<file path="src/cpu_pkg.sv">
////////////////////////////////////////////////////////////////////////////
// cpu shared sizes, addresses and encodings
////////////////////////////////////////////////////////////////////////////
package cpu_pkg;

    // widths
    localparam int data_w      = 32;
    localparam int host_addr_w = 32;
    localparam int reg_idx_w   = 4;

    // memory geometry, in 32-bit words
    localparam int mem_words   = 64;
    localparam int mem_idx_w   = 6;

    // host bursts, 64 bytes each
    localparam int burst_words = 16;
    localparam int burst_count = 4;
    localparam int burst_idx_w = $clog2(burst_count);
    localparam int beat_idx_w  = $clog2(burst_words);
    localparam logic [host_addr_w-1:0] burst_bytes = burst_words * 4;

    // address map
    localparam logic [host_addr_w-1:0] im_region     = 32'h0001_0000;
    localparam logic [15:0]            host_win_base = 16'h9000;

    // instruction fields
    localparam int op_hi  = 31;
    localparam int op_lo  = 28;
    localparam int rd_hi  = 27;
    localparam int rd_lo  = 24;
    localparam int rs_hi  = 23;
    localparam int rs_lo  = 20;
    localparam int rt_hi  = 19;
    localparam int rt_lo  = 16;
    localparam int imm_hi = 15;
    localparam int imm_lo = 0;

    typedef enum logic [1:0] {
        HOST_IDLE  = 2'b00,
        HOST_READ  = 2'b01,
        HOST_WRITE = 2'b11
    } host_op_t;

    typedef enum logic [3:0] {
        NOP  = 4'h0,
        ADD  = 4'h1,
        SUB  = 4'h2,
        ADDI = 4'h3,
        LD   = 4'h4,
        ST   = 4'h5,
        BEQ  = 4'h6,
        BNE  = 4'h7,
        BLT  = 4'h8,
        JMP  = 4'h9,
        HALT = 4'hA
    } opcode_t;

endpackage

</file>
<file path="src/instr_mem.sv">
////////////////////////////////////////////////////////////////////////////
// instruction ram
////////////////////////////////////////////////////////////////////////////
`timescale 1ns/1ps

module instr_mem (
    input  logic                          clk,
    input  logic                          load_we,
    input  logic [cpu_pkg::mem_idx_w-1:0] load_idx,
    input  logic [cpu_pkg::data_w-1:0]    load_data,
    input  logic [cpu_pkg::mem_idx_w-1:0] fetch_idx,
    output logic [cpu_pkg::data_w-1:0]    instr
);

    logic [cpu_pkg::data_w-1:0] mem [cpu_pkg::mem_words];

    // loader wins, fetch port idles while loading
    always_ff @(posedge clk) begin
        if (load_we)
            mem[load_idx] <= load_data;
        else
            instr <= mem[fetch_idx];   // registered fetch
    end

endmodule

</file>
<file path="config.mk">
export PLATFORM = sky130hd
export DESIGN_NAME = instr_mem
export DESIGN_NICKNAME = d
export VERILOG_FILES = /design/src/cpu_pkg.sv /design/src/instr_mem.sv
export SDC_FILE = /design/constraint.sdc
export NUM_CORES = 2
export LEC_CHECK = 0
export BUFFER_PORTS_ARGS = -buffer_cell sky130_fd_sc_hd__buf_4
export CORE_ASPECT_RATIO = 1.2
export CORE_MARGIN = 5
export CORE_UTILIZATION = 55
export DETAILED_ROUTE_END_ITERATION = 8
export PLACE_DENSITY = 0.71
export SLEW_MARGIN = 20
export SYNTH_ARGS = -nofsm -noshare
export SYNTH_HDL_FRONTEND = slang
export SYNTH_SLANG_ARGS = --single-unit
</file>
<file path="constraint.sdc">
create_clock -name clk -period 7.2 [get_ports clk]
set_input_delay 1.08 -clock clk [delete_from_list [all_inputs] [get_ports clk]]
set_output_delay 1.08 -clock clk [all_outputs]
set_load 0.02 [all_outputs]
</file>
# Word-level counts from Yosys, hierarchy flattened
# Memories as Yosys holds them, arrays and structs flattened. A register that Yosys moved wholly into a read port is not among the register bits.
# Index checks and enable logic that the tools add are counted.
# totals
ram_bits	2048
latchBits	0
mem_count	1
elab_cells	4
out_inout_bits	32
input_bits	46
reg_bits	0
romBits	0
# classes
mux	2
add_sub_neg	0
bitwise_logic	0
eq_ne	0
mul	0
n_reduce_logical	1
shifts	0
n_lt_le_gt_ge	0
div_mod_pow	0
# memory_table
memory	words	word_bits	rd	rd_clocked_by_memory_dff	wr	line	source
mem	64	32	1	1	1	instr_mem.sv:15	logic [cpu_pkg::data_w-1:0] mem [cpu_pkg::mem_words];
# op_table
cell	n
$mux 1	2
$logic_not 1->1	1

# Depth between registers and ports, before layout
# logic_depth
word_depth	2
mapped_depth	10

# Worst setup path after synthesis
# No wires, ideal clock.
# synth_timing
kind	input-to-reg
start	input load_we
end	memory mem[34][0] (netlist name) (enable)
path_stages	4
arrival_ps	4284
required_time_ps	6739
path_buffers	0
path_slack_ps	2455
cell_sequence	inv_1 > nor4b_1 > nand2_1 > nor3_1
# synth_via
elab_chain_len	2
# synth_lines
item	line	source
start, declared	instr_mem.sv:8	input logic load_we,
$mux 1	instr_mem.sv:19	if (load_we)
$mux 1 (implied by the code)	instr_mem.sv:20	mem[load_idx] <= load_data;
end, declared	instr_mem.sv:15	
# No other way between the ends.

# Final worst setup path
# layout_timing
start	input load_we
end	memory mem[32][1] (netlist name) (enable)
# Same word-level chain as after synthesis.

==> results by group <==
Detailed routing
  • Routed wire length: 198000 µm
  • WL per Instance: approximately 34 µm
  • Total number of vias: ~38000
  • DRC: 0
  • Iter 0 DRT Violations: about 5000
  • Pre-antenna DRT Iters: 6
  • Vias/cell: approximately 6.6
  • Detail Route Antenna Nets: 0

Floorplanning
  • Initial Util: 0.553
  • DIE AREA: 152000 µm²
  • I/O Pins: 78
  • Total core area: about 140000 µm²
  • Die height: around 430 µm
  • Die W: between 300 and 400 µm
  • Std-Cell Rows: ~150

Global routing
  • GR Overflow Total: 0
  • GRT Util Overall: 0.265
  • First-pass GRT wire length: around 280000 µm
  • Initial antenna violation count: 9
  • Vias in the first global route: roughly 38000
  • Largest net degree at the start of global routing: between 90 and 100

CTS
  • Post-CTS Resized: 0
  • H-tree Lvls: 4
  • Hold-fix buffers, CTS: 0
  • TritonCTS clock tree: built
  • CTS Buf Count: between 150 and 200
  • CTS root buffer: clkbuf_16
  • CTS sink count: ~2100
  • Max clock buf depth: 3
  • Skew-Pair Late Insertion Delay: about 0.8 ns
  • Post-CTS Setup Inserts: 0
  • Worst-path clk slew: 0.06 ns

Power
  • Static leakage: 27.3 nW
  • Max VDD drop: about 0.25 mV
  • Combinational power share: 0.049
  • Internal Power: 19.4 mW
  • Sw power: ~5.2 mW
  • Sw frac: 0.211
  • Sequential power share: 0.548
  • Clk pwr share: 0.403
  • Pwr Density: roughly 280 nW/µm²

Critical path
  • CP top delay family: simple AND/OR/NAND/NOR gates
  • Crit. End Element: flip-flop
  • Bufs and invs on worst path: 3
  • Crit-path cells: buf_4, clkinv_2, nor4b_1, nand2b_1, nor3_2, buf_4
  • WP data arrival: around 4.6 ns
  • Kind of critical path: in -> reg
  • Critical path peak fanout: 34
  • RR Endpoint: instr[2]
  • Largest stage delay on the critical path: between 0.8 and 0.9 ns
  • Reg2reg path depth: 5
  • Cell mode on critical path: buf_4
  • Crit path launch type: primary input
  • Slowest-stage cell, CP: nor4b_1
  • CP Data Required Time: 7.65 ns
  • Flop2flop setup slack: ~4.7 ns
  • Worst r2r src: mem[23][2]

Synthesis
  • Synth top area cells: edfxtp_1 79%, mux4_2 13%, mux2i_1 0.87%
  • Post-synthesis cell count: about 3500
  • Post-synth top area share: 0.789
  • Syn_area_per_cell: around 23 µm²
  • Synth Flop Type: edfxtp_1
  • Yosys top cell by area: edfxtp_1
  • Syn nets: approximately 3600
  • Distinct cells, synth: 44
  • Post-synth EDFFs: between 2000 and 2500
  • Asr flop ratio synth: 0
  • Post-synthesis sequential area ratio: 0.789
  • Post-synthesis cell area: between 70000 and 80000 µm²
  • Yosys warnings: 0
  • Number of synthesized register bits: about 2100

Timing
  • Highest clock rate: about 0.24 GHz
  • Crit path time final: just over 4 ns
  • RSZ-0062 raised after global routing: false
  • Slew Viols, Final: 0
  • Slew @ Worst Pin: roughly 1.1 ns
  • # setup viols final: 0
  • Setup_tns: 0 ns
  • Max_slew headroom: 0.244
  • Final Skew: 0.0189 ns
  • Period utilisation layout: 0.573
  • Final Hold Vio Count: 0

Place
  • GP Congestion: roughly 0.8
  • Port buffer count: 77
  • DP HPWL: 111000 µm

Worst hold path
  • Min-Delay Endpoint: mem[32][9]
  • Hold WC Path Type: in -> reg
  • Hold Crit Start: load_idx[2]
  • Worst Hold Path Cells: 2

Layout
  • Layout cells sized above 1: 0.264
  • Fill cell count: ~9500
  • Area Overhead vs Synth: 11.8%
  • # nets final: around 3700
  • Layout Utilization: 0.618

Flow run
  • Total of max-cap violations: 0

Outcome
  • Outcome: completed
-- cell type report --
type | count | area [µm²] | area share
antenna | 12 | 30.0 | 0.000339
clock buffer | 219 | 4880 | 0.0552
clock inverter | 117 | 1170 | 0.0133
inverter | 2 | 8.76 | 0.0000989
multi-input combinational | 1225 | 16100 | 0.181
sequential | 2080 | 62500 | 0.705
tap | 1925 | 2410 | 0.0272
timing repair buffer | 177 | 1510 | 0.0170
-- cells in the final DEF, fill, tap and decap left out, types with 21 or more instances in the layout --
cell	count
nor2_1	25
nand2b_1	21
nand2_1	96
clkbuf_16	191
nor2b_1	21
a211oi_1	33
clkinv_1	45
nand3_1	71
nor2_4	63
a22oi_1	54
mux2i_1	69
nand4_1	49
o221ai_1	52
a21oi_1	24
mux2_2	25
mux4_2	466
clkinv_2	33
buf_4	162
edfxtp_1	2080
o22ai_1	57
clkbuf_1	28
-- sequential cells by signal, summed over array words and instances, names as in the netlist --
register / flops
instr: 32
mem: 2048
-- metal layers --
metal,track usage,vias to the layer above,part of all wire
met5,0,-,0
met4,0.110,0,0.047
met3,0.0467,372,0.094
met2,0.437,2261,0.50
met1,0.354,20300,0.36
li1,-,15300,-
-- power by group through the flow --
stage | clock network (mW) | registers (mW) | logic, mW
finish | 9.92 | 13.5 | 1.21
global route | 10.6 | 13.5 | 1.27
CTS | 10.0 | 13.5 | 1.22
detailed placement | 0 | 13.7 | 1.22
global placement | 0 | 13.7 | 1.19
floorplan | 0 | 13.7 | 0.651
-- how the worst max path moves through the flow --
stage	end	slack (ns)	from	depth (start not counted)
finish	mem[32][1]	3.08	load_we	6
global route	instr[2]	3.00	fetch_idx[0]	8
CTS	instr[2]	3.17	fetch_idx[0]	8
detailed placement	instr[2]	2.30	fetch_idx[0]	8
global placement	instr[2]	2.30	fetch_idx[0]	8
floorplan	mem[34][0]	2.45	load_we	4
-- per-stage QoR --
step	hold WS (ns)	instance area [µm²]	setup slack, ns	std cells	power [mW]
2_1_floorplan	0.848	79200	2.45	3506	14.4
3_3_place_gp	0.890	82400	2.30	5407	14.9
3_5_place_dp	0.895	82400	2.30	5409	15.0
4_1_cts	0.722	88500	3.17	5745	24.7
5_1_grt	0.760	88500	3.00	5748	25.3
6_report	0.787	88500	3.08	5757	24.6
-- worst reg2reg max path, cell delays in order, from the launching register on --
cell	delay (ns)
edfxtp_1	0.39
mux4_2	0.49
a22oi_1	0.16
nand3_1	0.16
o21ai_0	0.89
a21oi_1	0.09
-- Yosys cell counts, types with 2 or more instances --
master    number
edfxtp_1    2080
mux4_2       466
nand2_1       97
nor2_1        89
nand3_1       71
mux2i_1       69
buf_2         65
clkbuf_1      58
o22ai_1       57
a22oi_1       54
o221ai_1      52
nand4_1       49
a211oi_1      33
buf_4         31
mux2_2        25
nor2b_1       25
a21oi_1       24
buf_6         24
nand2b_1      22
buf_1         15
and3_1        14
o21ai_0       12
mux4_1        10
nor3_1        10
o211a_1        7
a311o_1        6
a31oi_1        6
o22a_1         6
nor4_1         5
buf_12         3
nand3b_1       3
and2_1         2
buf_8          2
inv_1          2
or2_2          2
or3_1          2
-- logic make-up after synthesis --
logic type,share of synthesized area
and+or+nand+nor,0.0242
DFF,0.789
buffers and inverters,0.0152
muxes,0.148
AOI/OAI and AO/OA,0.0241
Note: power is estimated with default switching activity, not from simulation.
