==> config.mk <==
export PLATFORM = sky130hd
export DESIGN_NAME = data_mem
export DESIGN_NICKNAME = d
export VERILOG_FILES = /design/src/cpu_pkg.sv /design/src/data_mem.sv
export SDC_FILE = /design/constraint.sdc
export NUM_CORES = 2
export LEC_CHECK = 0
export BUFFER_PORTS_ARGS = -buffer_cell sky130_fd_sc_hd__buf_4
export CORE_MARGIN = 8
export CORE_UTILIZATION = 39
export CTS_BUF_LIST = sky130_fd_sc_hd__clkbuf_4
export CTS_CLUSTER_SIZE = 28
export DETAILED_ROUTE_END_ITERATION = 8
export GPL_TIMING_DRIVEN = 0
export PLACE_DENSITY = 0.57
export SYNTH_ARGS = -nofsm -noshare
export SYNTH_HDL_FRONTEND = slang
export SYNTH_SLANG_ARGS = --single-unit
export TNS_END_PERCENT = 10
==> constraint.sdc <==
create_clock -name clk -period 10.5 [get_ports clk]
set_input_delay 3.15 -clock clk [delete_from_list [all_inputs] [get_ports clk]]
set_output_delay 3.15 -clock clk [all_outputs]
set_load 0.02 [all_outputs]
==> src/cpu_pkg.sv <==
////////////////////////////////////////////////////////////////////////////
// cpu shared sizes, addresses and encodings
////////////////////////////////////////////////////////////////////////////
package cpu_pkg;

    // widths
    localparam int data_w      = 32;
    localparam int host_addr_w = 32;
    localparam int reg_idx_w   = 4;

    // memory geometry, in 32-bit words
    localparam int mem_words   = 64;
    localparam int mem_idx_w   = 6;

    // host bursts, 64 bytes each
    localparam int burst_words = 16;
    localparam int burst_count = 4;
    localparam int burst_idx_w = $clog2(burst_count);
    localparam int beat_idx_w  = $clog2(burst_words);
    localparam logic [host_addr_w-1:0] burst_bytes = burst_words * 4;

    // address map
    localparam logic [host_addr_w-1:0] im_region     = 32'h0001_0000;
    localparam logic [15:0]            host_win_base = 16'h9000;

    // instruction fields
    localparam int op_hi  = 31;
    localparam int op_lo  = 28;
    localparam int rd_hi  = 27;
    localparam int rd_lo  = 24;
    localparam int rs_hi  = 23;
    localparam int rs_lo  = 20;
    localparam int rt_hi  = 19;
    localparam int rt_lo  = 16;
    localparam int imm_hi = 15;
    localparam int imm_lo = 0;

    typedef enum logic [1:0] {
        HOST_IDLE  = 2'b00,
        HOST_READ  = 2'b01,
        HOST_WRITE = 2'b11
    } host_op_t;

    typedef enum logic [3:0] {
        NOP  = 4'h0,
        ADD  = 4'h1,
        SUB  = 4'h2,
        ADDI = 4'h3,
        LD   = 4'h4,
        ST   = 4'h5,
        BEQ  = 4'h6,
        BNE  = 4'h7,
        BLT  = 4'h8,
        JMP  = 4'h9,
        HALT = 4'hA
    } opcode_t;

endpackage

==> src/data_mem.sv <==
////////////////////////////////////////////////////////////////////////////
// data ram
////////////////////////////////////////////////////////////////////////////
`timescale 1ns/1ps

module data_mem (
    input  logic                          clk,
    input  logic                          load_we,
    input  logic [cpu_pkg::mem_idx_w-1:0] load_idx,
    input  logic [cpu_pkg::data_w-1:0]    load_data,
    input  logic                          core_we,
    input  logic                          core_re,
    input  logic [cpu_pkg::mem_idx_w-1:0] core_idx,
    input  logic [cpu_pkg::data_w-1:0]    core_wdata,
    output logic [cpu_pkg::data_w-1:0]    core_rdata
);

    logic [cpu_pkg::data_w-1:0] mem [cpu_pkg::mem_words];

    always_ff @(posedge clk) begin
        if (load_we)
            mem[load_idx] <= load_data;
        else if (core_we)
            mem[core_idx] <= core_wdata;
    end

    always_ff @(posedge clk) begin
        if (core_re)
            core_rdata <= mem[core_idx];   // valid the next cycle
    end

    // boot load and core run never overlap
    a_one_writer: assert property (@(posedge clk) !(load_we && core_we));

endmodule

* Word level (Yosys, flattened, before mapping)
Memories as Yosys holds them, arrays and structs flattened. A register that Yosys moved wholly into a read port is not among the register bits. Index checks and enable logic that the tools add are counted.
Word-level totals: register bits after elaboration 0, bits in writable memories 2048, word-level logic and storage cells 10, memories 1
Operators by class: muxes and demuxes 8, reductions and logical operators 1
Memory list:
- mem | words 64, width 32, read ports 1, clocked after memory_dff 1, wr ports 1, line data_mem.sv:18 | logic [cpu_pkg::data_w-1:0] mem [cpu_pkg::mem_words];
Operator list (count):
- 32-bit two-way mux | 1
- 32-bit OR reduction | 1
- 1-bit two-way mux | 6
- 6-bit two-way mux | 1

* Logic depth before layout (Yosys ltp)
depth after elaboration 5, mapped depth 9, depth with buffers taken out 4

* Worst setup path after synthesis
OpenSTA, ideal clock, no wires.
path type input-to-reg, from input core_idx[0] in the netlist's numbering, to memory mem[20][0] in the netlist's numbering (enable), library setup time 0.421 ns, data arrival time 5.981 ns, setup slack 4.097 ns, stages on the path 8, path through buf_2 buf_6 buf_6 buf_2 or4b_1 o31ai_1 nand2_1 nor2_1
Between the ends: word-level cells in the longest chain between the ends 1
RTL lines:
- start, declared | line data_mem.sv:13 | input logic [cpu_pkg::mem_idx_w-1:0] core_idx,
- 6-bit two-way mux (no line)
- end, declared | line data_mem.sv:18
No other way between the ends.

* Final worst setup path
from input core_idx[1] in the netlist's numbering, to memory mem[55][15] in the netlist's numbering (enable)
Same word-level chain as after synthesis.

==> metrics.md <==
| Metric | Value |
|---|---|
| Status | `complete, but fails checks` |
| Failing checks | `max-capacitance violations` |
| CP arrival | `7.24 ns` |
| Cts bufs inserted | `557` |
| Relative slew slack | `0.420%` |
| Post-Synth Simple-Gate Area | `1.17%` |
| Adder-Cell Fraction of Synth Area | `0%` |
| Fin crit share | `59.7%` |
| GRT overflow | `0` |
| Total leakage power | `29.3 nW` |
| Largest stage delay, worst path | `0.81 ns` |
| Worst path slowest cell | `nor2_4` |
| Fmax | `159 MHz` |
| Die X | `467 µm` |
| Post-synth EDFFs | `2080` |
| Req. time, crit path | `11.47 ns` |
| CTS tree | `yes` |
| Vias in the first global route | `42005` |
| Post-Syn Area per Cell | `23.4 µm²` |
| Hold Violations, Final | `0` |
| Worst setup margin | `4.23 ns` |
| Crit-path most repeated cell | `buf_2` |
| Seq/Total Area, Yosys | `78.9%` |
| Row count | `165` |
| DRC viols | `0` |
| Fin crit period | `6.27 ns` |
| Routed Antenna Nets | `0` |
| Pre-antenna DRT Iters | `6` |
| Setup TNS | `0 ns` |
| Post-CTS setup buffers | `0` |
| Global-route wire length before repair | `336000 µm` |
| Clk_skew | `0.0791 ns` |
| Starting DRC count in detailed routing | `5256` |
| Final setup violation count | `0` |
| Port Buf Inserts | `107` |
| Resize count post-CTS | `0` |
| Clk slew on worst S/H paths | `0.06 ns` |
| CTS hold repair buffers | `0` |
| WL met3 | `26400 µm` |
| Met2 wire length | `116000 µm` |
| Final net count | `4201` |
| Mapped cell area | `79200 µm²` |
| Critical Path, Cell by Cell | `buf_2 -> buf_2 -> buf_2 -> buf_2 -> buf_2 -> nand2_1 -> mux2i_1 -> nand2_1 -> nor2_4 -> buf_12` |
| Netlist cell types | `38` |
| Max_cap viols | `1` |
| WL met1 | `95300 µm` |
| Setup crit end kind | `flop` |
| Hold Path Class | `flop to flop` |
| Initial antenna violation count | `17` |
| Chip Height | `467 µm` |
| Highest routed layer | `met4` |
| Clock Sinks | `2080` |
| Max Slew Vio Count | `0` |
| Post-DP HPWL | `159000 µm` |
| Setup CP Type | `primary input to flop` |
| XOR/XNOR share of the synthesized area | `0%` |
| Via count | `42178` |
| Yosys reg bits | `2080` |
| Crit Path Max Fanout | `18` |
| CTS root buf | `clkbuf_4` |
| I/O pin count | `112` |
| Core Box Area | `202000 µm²` |
| Ys Warns | `0` |
| Maximum VDD drop | `0.000121 V` |
| Tightest Pin Transition | `1.49 ns` |
| Max Root-Sink Buffers | `4` |
| Final WL | `249000 µm` |
| Pwr per Cell Area | `190 nW/µm²` |
| Synth-to-Final Area Change | `16.4%` |
| DR WL/cell | `34.7 µm` |
| Largest family of logic cells by synthesized area | `multiplexers` |
| Gpl congestion | `0.870` |
| Starting Density | `39.2%` |
| Top_reg_cell synth | `edfxtp_1` |
| H-tree depth | `6` |
| GRT Resource Usage Total | `22.4%` |
| Die ar. | `218000 µm²` |
| Vias/cell | `5.90` |
| DP Worst Slack | `3.04 ns` |
| Worst skew pair latency | `1.37 ns` |
| FFs w/ async S/R, synth | `0%` |
| Mux contribution to synthesized area | `16.0%` |
| Pin count of the biggest net entering global routing | `65` |
| Syn Nets | `3461` |
| Worst setup SP type | `primary input` |
| Synth Area in Compound Gates | `2.78%` |
| Unrepaired setup endpoints after global routing | `no` |
| Share of cells above drive strength 1 | `38.8%` |
| Mapped Cells | `3381` |
[placed cells by master, fill, tap and decap left out, drive strengths merged, types with 9 or more instances in the layout]
cell and count:
edfxtp 2080, clkbuf 880, mux4 512, buf 288, a22oi 126, clkinv 74
nor2 73, mux2i 70, a21oi 65, nand3 60, o221ai 55, mux2 40
o211a 26, diode 22, nand2 22, inv 16, nand2b 10, bufinv 9
[final timing paths]
check                                            from  cells after the start                       end  slack [ns]
worst max register to register  mem[35][22]$_DFFE_PP_                      4  core_rdata[22]$_DFFE_PP_        7.93
worst min register to register   mem[3][30]$_DFFE_PP_                      4  core_rdata[30]$_DFFE_PP_        0.99
worst min-delay path             mem[3][30]$_DFFE_PP_                      4  core_rdata[30]$_DFFE_PP_        0.99
worst max-delay path                      core_idx[1]                     10     mem[55][15]$_DFFE_PP_        4.23
[sequential cells by signal, summed over array words and instances (netlist names)]
signal,flops
core_rdata,32
mem,2048
[power by group]
| group | internal, mW | switching, mW |
|---|---|---|
| clock network | 3.68 | 3.28 |
| logic | 0.359 | 0.821 |
| registers | 9.33 | 0.0243 |
[synthesized netlist by cell type, drive strengths merged (2+ instances only)]
| cell type | number | area share, % |
|---|---|---|
| nand3b | 5 | 0.047 |
| clkbuf | 79 | 0.37 |
| nor2b | 7 | 0.055 |
| o21a | 2 | 0.019 |
| mux2i | 70 | 0.89 |
| a22oi | 126 | 1.2 |
| or2 | 2 | 0.016 |
| o22ai | 3 | 0.024 |
| and2 | 3 | 0.024 |
| or3b | 4 | 0.044 |
| nand4bb | 2 | 0.028 |
| o21ai | 3 | 0.019 |
| nand2b | 10 | 0.079 |
| or4 | 3 | 0.028 |
| inv | 2 | 0.0095 |
| a21oi | 65 | 0.41 |
| a221oi | 3 | 0.033 |
| a211o | 3 | 0.033 |
| o211a | 26 | 0.33 |
| edfxtp | 2080 | 79 |
| buf | 108 | 0.74 |
| nor2 | 73 | 0.35 |
| a221o | 3 | 0.038 |
| a21o | 3 | 0.028 |
| mux4 | 512 | 15 |
| nand3 | 60 | 0.38 |
| o221ai | 55 | 0.61 |
| nand2 | 22 | 0.10 |
| mux2 | 40 | 0.57 |
| a31oi | 3 | 0.024 |
[kinds of logic after synthesis]
family | Yosys count
DFF | 2080
and+or+nand+nor | 193
muxes | 622
AOI/OAI and AO/OA | 297
buffers and inverters | 189
[worst max-delay path: cells and delay by family]
kind          cells  cell delay, ns
simple gates      3            1.42
buf+inv           6            2.30
mux               1            0.29
[cell type report]
| type | count | area, µm² |
|---|---|---|
| diodes | 22 | 55.1 |
| plain buffers | 187 | 890 |
| clock buffers | 800 | 6010 |
| clock inverters | 97 | 606 |
| fillers | 17201 | 110000 |
| inverters | 2 | 7.51 |
| multi-input cells | 1112 | 16400 |
| flip-flops and latches | 2080 | 62500 |
| well taps | 2672 | 3340 |
| repair buffers | 181 | 2340 |
[per-stage QoR]
stage	hold slack (ns)	power, mW	util, %	instance area (µm²)	std cells
CTS	1.02	17.6	45.6	92000	7130
global route	1.07	18.0	45.6	92100	7139
floorplan	0.852	10.1	-	79200	3381
finish	0.994	17.5	45.6	92100	7153
detailed placement	0.998	10.7	42.3	85400	6233
global placement	0.997	10.7	41.3	83300	6160
[layer usage]
layer | vias up | global-route usage (%)
met5 | - | 0
met4 | 0 | 9.75
met2 | 2629 | 34.7
met3 | 508 | 5.57
li1 | 16473 | -
met1 | 22568 | 30.2
(Power assumes the default switching activity.)
