==> config.mk <==
export PLATFORM = sky130hd
export DESIGN_NAME = cpu_core
export DESIGN_NICKNAME = d
export VERILOG_FILES = /design/src/cpu_pkg.sv /design/src/cpu_core.sv /design/src/reg_file.sv
export SDC_FILE = /design/constraint.sdc
export NUM_CORES = 1
export LEC_CHECK = 0
export ABC_AREA = 1
export BUFFER_PORTS_ARGS = -buffer_cell sky130_fd_sc_hd__buf_2
export CORE_MARGIN = 2
export CORE_UTILIZATION = 50
export DETAILED_ROUTE_END_ITERATION = 8
export GPL_ROUTABILITY_DRIVEN = 0
export PLACE_DENSITY = 0.68
export SLEW_MARGIN = 20
export SYNTH_ARGS = -nofsm -noshare
export SYNTH_HDL_FRONTEND = slang
export SYNTH_SLANG_ARGS = --single-unit
==> constraint.sdc <==
create_clock -name clk -period 11.75 [get_ports clk]
set_clock_uncertainty 0.1 [all_clocks]
set_input_delay 0 -clock clk [delete_from_list [all_inputs] [get_ports clk]]
set_output_delay 0 -clock clk [all_outputs]
set_load 0.1 [all_outputs]
==> src/cpu_pkg.sv <==
////////////////////////////////////////////////////////////////////////////
// cpu shared sizes, addresses and encodings
////////////////////////////////////////////////////////////////////////////
package cpu_pkg;

    // widths
    localparam int data_w      = 32;
    localparam int host_addr_w = 32;
    localparam int reg_idx_w   = 4;

    // memory geometry, in 32-bit words
    localparam int mem_words   = 64;
    localparam int mem_idx_w   = 6;

    // host bursts, 64 bytes each
    localparam int burst_words = 16;
    localparam int burst_count = 4;
    localparam int burst_idx_w = $clog2(burst_count);
    localparam int beat_idx_w  = $clog2(burst_words);
    localparam logic [host_addr_w-1:0] burst_bytes = burst_words * 4;

    // address map
    localparam logic [host_addr_w-1:0] im_region     = 32'h0001_0000;
    localparam logic [15:0]            host_win_base = 16'h9000;

    // instruction fields
    localparam int op_hi  = 31;
    localparam int op_lo  = 28;
    localparam int rd_hi  = 27;
    localparam int rd_lo  = 24;
    localparam int rs_hi  = 23;
    localparam int rs_lo  = 20;
    localparam int rt_hi  = 19;
    localparam int rt_lo  = 16;
    localparam int imm_hi = 15;
    localparam int imm_lo = 0;

    typedef enum logic [1:0] {
        HOST_IDLE  = 2'b00,
        HOST_READ  = 2'b01,
        HOST_WRITE = 2'b11
    } host_op_t;

    typedef enum logic [3:0] {
        NOP  = 4'h0,
        ADD  = 4'h1,
        SUB  = 4'h2,
        ADDI = 4'h3,
        LD   = 4'h4,
        ST   = 4'h5,
        BEQ  = 4'h6,
        BNE  = 4'h7,
        BLT  = 4'h8,
        JMP  = 4'h9,
        HALT = 4'hA
    } opcode_t;

endpackage

==> src/cpu_core.sv <==
////////////////////////////////////////////////////////////////////////////
// multi-cycle core
////////////////////////////////////////////////////////////////////////////
`timescale 1ns/1ps

module cpu_core (
    input  logic                          clk,
    input  logic                          rst_n,
    input  logic                          run,
    input  logic [cpu_pkg::data_w-1:0]    instr,
    input  logic [cpu_pkg::data_w-1:0]    dm_rdata,
    input  logic                          store_ready,
    output logic [cpu_pkg::mem_idx_w-1:0] fetch_idx,
    output logic                          dm_we,
    output logic                          dm_re,
    output logic [cpu_pkg::mem_idx_w-1:0] dm_idx,
    output logic [cpu_pkg::data_w-1:0]    dm_wdata,
    output logic                          store_valid,
    output logic [15:0]                   store_addr,
    output logic [cpu_pkg::data_w-1:0]    store_data,
    output logic                          halted
);

    typedef enum logic [2:0] {FETCH, EXEC, MEM_WB, HOST_WAIT, HALTED} seq_t;

    seq_t                          state, next_state;
    logic [15:0]                   pc;
    logic                          zf, nf;
    cpu_pkg::opcode_t              op;
    logic [cpu_pkg::reg_idx_w-1:0] rd, rs, rt;
    logic [cpu_pkg::data_w-1:0]    imm_ext;
    logic [cpu_pkg::data_w-1:0]    rs_data, rt_data;
    logic [cpu_pkg::data_w-1:0]    alu_b, alu_res;
    logic [15:0]                   eff_addr;
    logic                          use_imm, is_arith, to_host, taken;
    logic                          rf_we;
    logic [cpu_pkg::data_w-1:0]    rf_wdata;

    ////////////////////////////////////////////////////////////////////////////
    // decode
    ////////////////////////////////////////////////////////////////////////////
    assign op      = cpu_pkg::opcode_t'(instr[cpu_pkg::op_hi:cpu_pkg::op_lo]);
    assign rd      = instr[cpu_pkg::rd_hi:cpu_pkg::rd_lo];
    assign rs      = instr[cpu_pkg::rs_hi:cpu_pkg::rs_lo];
    assign rt      = instr[cpu_pkg::rt_hi:cpu_pkg::rt_lo];
    assign imm_ext = {{(cpu_pkg::data_w - 16){instr[cpu_pkg::imm_hi]}},
                      instr[cpu_pkg::imm_hi:cpu_pkg::imm_lo]};

    assign use_imm  = (op == cpu_pkg::ADDI) || (op == cpu_pkg::LD) || (op == cpu_pkg::ST);
    assign is_arith = (op == cpu_pkg::ADD) || (op == cpu_pkg::SUB) || (op == cpu_pkg::ADDI);

    // one adder serves arithmetic and address generation
    assign alu_b    = use_imm ? imm_ext : rt_data;
    assign alu_res  = (op == cpu_pkg::SUB) ? rs_data - alu_b : rs_data + alu_b;
    assign eff_addr = alu_res[15:0];
    assign to_host  = (op == cpu_pkg::ST) && (eff_addr >= cpu_pkg::host_win_base);

    always_comb begin
        case (op)
            cpu_pkg::BEQ: taken = zf;
            cpu_pkg::BNE: taken = !zf;
            cpu_pkg::BLT: taken = nf;
            cpu_pkg::JMP: taken = 1'b1;
            default:      taken = 1'b0;
        endcase
    end

    // ST reads its source through the rt port
    reg_file u_rf (
        .clk     (clk),
        .rst_n   (rst_n),
        .rs_sel  (rs),
        .rt_sel  ((op == cpu_pkg::ST) ? rd : rt),
        .wr_sel  (rd),
        .wr_en   (rf_we),
        .wr_data (rf_wdata),
        .rs_data (rs_data),
        .rt_data (rt_data)
    );

    assign rf_we    = (state == EXEC && is_arith) || (state == MEM_WB);
    assign rf_wdata = (state == MEM_WB) ? dm_rdata : alu_res;

    ////////////////////////////////////////////////////////////////////////////
    // sequencer
    ////////////////////////////////////////////////////////////////////////////
    always_comb begin
        next_state = state;
        case (state)
            FETCH: if (run) next_state = EXEC;
            EXEC: begin
                if (op == cpu_pkg::HALT)
                    next_state = HALTED;
                else if (op == cpu_pkg::LD)
                    next_state = MEM_WB;
                else if (to_host)
                    next_state = HOST_WAIT;
                else
                    next_state = FETCH;
            end
            MEM_WB:    next_state = FETCH;
            HOST_WAIT: if (store_ready) next_state = FETCH;
            default:   next_state = HALTED;
        endcase
    end

    always_ff @(posedge clk or negedge rst_n) begin
        if (!rst_n) begin
            state <= FETCH;
            pc    <= '0;
            zf    <= 1'b0;
            nf    <= 1'b0;
        end else begin
            state <= next_state;
            if (!run)
                pc <= '0;
            else if (state == EXEC && op != cpu_pkg::HALT)
                pc <= taken ? instr[cpu_pkg::imm_hi:cpu_pkg::imm_lo] : pc + 16'd4;
            if (state == EXEC && is_arith) begin
                zf <= (alu_res == '0);
                nf <= alu_res[cpu_pkg::data_w-1];
            end
        end
    end

    // host store request, held through HOST_WAIT
    always_ff @(posedge clk) begin
        if (state == EXEC && to_host) begin
            store_addr <= eff_addr;
            store_data <= rt_data;
        end
    end

    assign fetch_idx   = pc[cpu_pkg::mem_idx_w+1:2];
    assign dm_idx      = eff_addr[cpu_pkg::mem_idx_w+1:2];
    assign dm_wdata    = rt_data;
    assign dm_we       = (state == EXEC) && (op == cpu_pkg::ST) && !to_host;
    assign dm_re       = (state == EXEC) && (op == cpu_pkg::LD);
    assign store_valid = (state == HOST_WAIT);
    assign halted      = (state == HALTED);

    a_store_stable: assert property (@(posedge clk) disable iff (!rst_n)
        store_valid && !store_ready |=> $stable(store_addr) && $stable(store_data));

endmodule

==> src/reg_file.sv <==
////////////////////////////////////////////////////////////////////////////
// register file
////////////////////////////////////////////////////////////////////////////
`timescale 1ns/1ps

module reg_file (
    input  logic                          clk,
    input  logic                          rst_n,
    input  logic [cpu_pkg::reg_idx_w-1:0] rs_sel,
    input  logic [cpu_pkg::reg_idx_w-1:0] rt_sel,
    input  logic [cpu_pkg::reg_idx_w-1:0] wr_sel,
    input  logic                          wr_en,
    input  logic [cpu_pkg::data_w-1:0]    wr_data,
    output logic [cpu_pkg::data_w-1:0]    rs_data,
    output logic [cpu_pkg::data_w-1:0]    rt_data
);

    logic [cpu_pkg::data_w-1:0] regs [2**cpu_pkg::reg_idx_w];

    always_ff @(posedge clk or negedge rst_n) begin
        if (!rst_n) begin
            for (int i = 0; i < 2**cpu_pkg::reg_idx_w; i++)
                regs[i] <= '0;
        end else if (wr_en && wr_sel != '0) begin
            regs[wr_sel] <= wr_data;   // r0 stays zero
        end
    end

    assign rs_data = (rs_sel == '0) ? '0 : regs[rs_sel];
    assign rt_data = (rt_sel == '0) ? '0 : regs[rt_sel];

endmodule

-- After elaboration in Yosys (flattened, before gate mapping)
Cells that the tools add are included.
- flip-flop bits (word level): 581
- input port bits: 68
- output and inout bits: 96
- word-level logic and storage cells: 98
- add/subtract/negate cells: 3
- magnitude comparators: 5
- equality and inequality tests: 18
- multiplexer cells: 25
- bitwise operators: 3
- reductions and logical operators: 22
- operators by type and width (kind ; count):
    $bwmux 512 ; 1
    $mux 32 ; 10
    $bmux 32 s4 ; 2
    $demux 32 s4 ; 1
    $mux 16 ; 3
    $add 32x32->32 ; 1
    $logic_not 32->1 ; 1
    $sub 32x32->32 ; 1
    $add 16x3->16 const B ; 1
    $eq 4x3->1 const B ; 4
    $ge 16x16->1 const B ; 1
    $ge 5x5->1 const B ; 3
    $not 4->5 ; 3
    $eq 4x4->1 const B ; 3
    $pmux 3 s4 ; 1
    $logic_and 1x1->1 ; 9
    $mux 3 ; 3
    $eq 4x2->1 const B ; 2
    $logic_not 4->1 ; 2
    $eq 3x2->1 const B ; 2
    $logic_or 1x1->1 ; 5
    $lt 5x1->1 const B ; 1
    $eq 4x1->1 const B ; 1
    $mux 2 ; 2
    other kinds (11) ; 13

-- Logic depth before layout (Yosys ltp)
- depth in word-level cells: 16
- depth in mapped cells: 44

-- By module
A second synthesis with hierarchy kept.
- cell total of the unflattened synthesis: 5525
- area, all modules: 35906.9 sq um
- by module, submodules not included (module ; times used ; cells each ; area each (sq um)):
    reg_file ; 1 ; 4599 ; 29888.7
    cpu_core ; 1 ; 926 ; 6018.3

-- Worst setup path after synthesis
No wires, ideal clock.
- path kind: input port to flip-flop
- from: in instr[30] in the netlist's numbering
- to: reg store_addr[0], enable pin
- library setup time: 454 ps
- data arrival time: 6476 ps
- required time: 11196 ps
- path slack: 4720 ps
- stages: 29
- path through: inv_1 > nor2_4 > nand2_4 > buf_6 > o21ai_4 > buf_8 > nand3_1 > nand2_1 > nand2_1 > nand3_1 > nand2_1 > nand2_1 > nand2_2 > inv_1 > ha_1 > nand3_1 > nor2_1 > nand3_1 > nand2_1 > xor2_1 > inv_1 > ha_1 > nand2_1 > o21ai_0 > a21oi_1 > o21ai_0 > xor2_1 > nand3_1 > nor2_1
- word-level cells in the longest chain between the ends: 13
- RTL lines (what ; line ; text):
    start: declaration ; cpu_core.sv:10 ; input logic [cpu_pkg::data_w-1:0] instr,
    $eq 4x3->1 (*) ; cpu_core.sv:73 ; .rt_sel ((op == cpu_pkg::ST) ? rd : rt),
    $mux 4 (*) ; cpu_core.sv:73 ;
    $not 4->5 (implied by the code) ; reg_file.sv:30 ; assign rt_data = (rt_sel == '0) ? '0 : regs[rt_sel];
    $bmux 32 s4 ; reg_file.sv:30 ;
    $mux 32 (implied by the code) (2 in a row) ; reg_file.sv:30 ;
    $mux 32 (*) ; reg_file.sv:30 ;
    named net dm_wdata, one bit ; cpu_core.sv:17 ; output logic [cpu_pkg::data_w-1:0] dm_wdata,
    $mux 32 (*) ; cpu_core.sv:53 ; assign alu_b = use_imm ? imm_ext : rt_data;
    $add 32x32->32 / $sub 32x32->32 (equally long branches) ; cpu_core.sv:54 ; assign alu_res = (op == cpu_pkg::SUB) ? rs_data - alu_b : rs_data + alu_b;
    $mux 32 (*) ; cpu_core.sv:54 ;
    named net alu_res, one bit ; cpu_core.sv:33 ; logic [cpu_pkg::data_w-1:0] alu_b, alu_res;
    $ge 16x16->1 (*) ; cpu_core.sv:56 ; assign to_host = (op == cpu_pkg::ST) && (eff_addr >= cpu_pkg::host_win_base);
    $logic_and 1x1->1 (*) ; cpu_core.sv:56 ;
    $logic_and 1x1->1 (*) ; cpu_core.sv:128 ; if (state == EXEC && to_host) begin
    end signal: assignment ; cpu_core.sv:129 ; store_addr <= eff_addr;
    end: declaration ; cpu_core.sv:19 ; output logic [15:0] store_addr,
Mark *: on every way through the listed nets, which the timed path passes. The rest lies on a longest branch. The select of a mux whose other input is x is not followed.
A chain may end at the register's enable or synchronous reset.

-- Worst setup path after layout
- from: in instr[30] in the netlist's numbering
- to: reg store_data[12] in the netlist's numbering, enable pin
- word-level cells in the longest chain between the ends: 13
- RTL lines (what ; line ; text):
    $eq 4x3->1 ; cpu_core.sv:49, cpu_core.sv:73 ;
    $mux 4 ; cpu_core.sv:73 ;
    $not 4->5 (implied by the code) ; reg_file.sv:30 ;
    $bmux 32 s4 ; reg_file.sv:30 ;
    $mux 32 (implied by the code) (2 in a row) ; reg_file.sv:30 ;
    $mux 32 ; reg_file.sv:30 ;
    $mux 32 ; cpu_core.sv:53 ;
    $add 32x32->32 / $sub 32x32->32 (equally long branches) ; cpu_core.sv:54 ;
    $mux 32 (*) ; cpu_core.sv:54 ;
    named net alu_res, one bit ; cpu_core.sv:33 ;
    $ge 16x16->1 (*) ; cpu_core.sv:56 ;
    $logic_and 1x1->1 (*) ; cpu_core.sv:56 ;
    $logic_and 1x1->1 (*) ; cpu_core.sv:128 ;
    end signal: assignment ; cpu_core.sv:130 ; store_data <= rt_data;
    end: declaration ; cpu_core.sv:20 ; output logic [cpu_pkg::data_w-1:0] store_data,
Marked as above.

==> flow_metrics.tcl <==
set metrics [dict create \
    hold_violations 5 \
    grt_pass1_wl_mm 186 \
    pwr-share-comb 0.267 \
    ant_nets 0 \
    final_nets 4738 \
    critPathMaxFanout 112 \
    peakVddDrop_mv 0.104 \
    max-cap-violations 0 \
    initial_core_util 0.507 \
    clk_pin_slew_ns 0.05 \
    path_class "in2reg" \
    ys_types 46 \
    postCtsSetupBuffers 0 \
    slowest_delay_ns 0.74 \
    clk_latency_ns 0.61 \
    final_common_cell "nand2_1" \
    clock-sinks 571 \
    syn_area_um2 33500 \
    track_usage 0.350 \
    violations "hold timing" \
    die_w_um 263 \
    async_flop_share 0.916 \
    ys_top_cells_by_area "dfrtp_1, nand2_1, o21ai_0" \
    dpl_cell_area_um2 34400 \
    clkPwrFrac 0.375 \
    ys_ff_latch 571 \
    p_int_mw 3.55 \
    tns_ns 0 \
    pwr_density_cell_nw_per_um2 150 \
    route.detailed.drc 0 \
    ioPinCount 164 \
    tightest_slew_ns 1.20 \
    critPathArrivalTime_ns 7.61 \
    wl_mm 123 \
    gr-total-overflow 0 \
    rsz0062_at_grt "no" \
    maxSlewViolCount 0 \
    critPathCaptureType "flip-flop" \
    port-buffer-count 163 \
    design_area_um2 37200 \
    syn_to_final_growth_pct 11.1 \
    cts_root_buf "clkbuf_16" \
    setup_viol 0 \
    detail_route.wl_per_cell_um 22.2 \
    yosysWarnings 0 \
    tritoncts "done" \
    core_um2 66100 \
    syn_avg_cell_area_um2 7.22 \
    power_frac_seq 0.359 \
    drive_above_1_share 0.0975 \
    r2r_cells 27 \
    worstPathRequired_ns 11.88 \
    crit_slowest_cell "o21ai_4" \
    post-route-period-util 0.636 \
    synth_edf_count 48 \
    cts_buffer_depth 3 \
    drt_iter0_drc 5129 \
    die_y_um 263 \
    synth.top_cell.area_share 0.391 \
    numCtsBuffers 67 \
    p_sw_frac 0.363 \
    final_cell_mix "nand2_1, o21ai_0, dfrtp_1, nand3_1, nor2_1" \
    syn_inst 4639 \
    switchingPower_mw 2.03 \
    grt_max_degree 170 \
    syn_nets 4741 \
    timing.hold.ws_ns -0.0235 \
    worstHoldPathType "in2async" \
    first_pass_iters 6 \
    hpwl_mm 73.4 \
    leakagePower_nw 17.2 \
    status "complete, but fails checks" \
    start_kind "input port" \
    slew_headroom 0.183 \
    grt_pass1_vias 30400 \
    max_freq_mhz 134 \
    fin_crit_ns 7.48 \
    htree_levels 3 \
    die_area_um2 69100 \
    viasPerCell 6.01 \
    yosysTopAreaCell "dfrtp_1" \
    num_vias 33400 \
    antenna_found_initial 2 \
    ys_seq_area_frac 0.434 \
    ys.flop_type "dfrtp_1" \
    row_count 94 \
]
cell usage after synthesis, types with 4 or more instances:
cell	instances
nand3_1	430
a31oi_1	6
o22ai_1	18
buf_2	65
xor2_1	39
clkinv_1	9
buf_4	15
o21ai_0	795
buf_1	15
xnor2_1	11
ha_1	33
nor4_1	5
nor2_4	4
a21o_1	5
or2_2	15
buf_6	11
o211ai_1	63
a21oi_1	151
inv_2	14
o21bai_1	6
nand2_1	1350
o221ai_1	58
nand4_1	11
mux2i_1	6
o21ai_1	4
inv_1	288
nand3b_1	6
edfxtp_1	48
nor2_2	8
dfrtp_1	523
nor3_1	14
nand3_2	24
nand2_2	22
nor2_1	289
clkbuf_1	257
worst paths after layout:
check                      slack (ns)      startpoint              to
setup / recovery                 4.27       instr[30]  store_data[12]
hold reg to reg                  0.27  u_rf.regs[508]  u_rf.regs[508]
setup reg to reg                 5.93  u_rf.regs[416]  store_data[12]
min in group clk                 0.03     dm_rdata[4]  u_rf.regs[292]
max in group asynchronous        9.28           rst_n  u_rf.regs[506]
hold / removal                  -0.02           rst_n           pc[5]
logic make-up (layout without fill, tap and decap cells):
group,Yosys count,in the layout,share of synthesized area
compound gates,1117,1117,0.181
xor+xnor,50,50,0.0131
fa+ha+maj,34,34,0.0129
buf+inv,678,725,0.0840
flops,571,571,0.434
mux,6,6,0.00179
other cells,0,4,0
simple gates,2183,2183,0.273
flip-flops by register name, summed over array words and instances (netlist names):
| name | count |
|---|---|
| nf | 1 |
| pc | 6 |
| state | 3 |
| store_addr | 16 |
| store_data | 32 |
| u_rf.regs | 512 |
| zf | 1 |
power groups by stage:
stage | Sequential, mW | Combinational, mW | Clock, mW
2_1_floorplan | 2.04 | 0.944 | 0
3_3_place_gp | 2.04 | 1.42 | 0
3_5_place_dp | 2.04 | 1.42 | 0
4_1_cts | 2.00 | 1.44 | 2.10
5_1_grt | 2.00 | 1.57 | 2.18
6_report | 2.00 | 1.49 | 2.09
per-stage QoR:
stage	instances	utilization	hold slack (ns)	setup slack (ns)	power [mW]
after detailed placement	5372	0.521	0.0425	4.47	3.46
after floorplan	4639	-	-0.396	4.72	2.98
after global placement	5372	0.521	0.0391	4.66	3.45
final	5554	0.563	-0.0235	4.27	5.58
after CTS	5548	0.562	0.00311	4.53	5.54
after global routing	5551	0.563	0.0520	3.74	5.75
metal layers:
metal  GRT usage  up-vias  wire length, um
met5           0        -                0
met4       0.143        0             5160
met3      0.0842      353            16200
met2       0.519     2148            52100
met1       0.492    15600            49900
li1            -    15300                -
area by class of cell:
class	instances	area, um^2
antenna	4	10.0
clock buffer	100	1980
clock inverter	19	178
fill	6206	28900
inverter	311	1170
multi-input combinational	3390	16200
sequential	571	14500
tap	864	1080
timing repair buffer	295	2020
worst max-delay path, delay by kind of cell:
family / cells / cell delay, ns
compound gates: 4 / 1.45
xor+xnor: 2 / 0.48
fa+ha+maj: 2 / 0.51
buf+inv: 7 / 2.05
simple gates: 16 / 3.00
timing repair:
action,CTS,global route
endpoints found under the hold margin,484,30
resized for setup,0,0
hold buffers,57,2
Note: power is estimated with default switching activity, not from simulation.
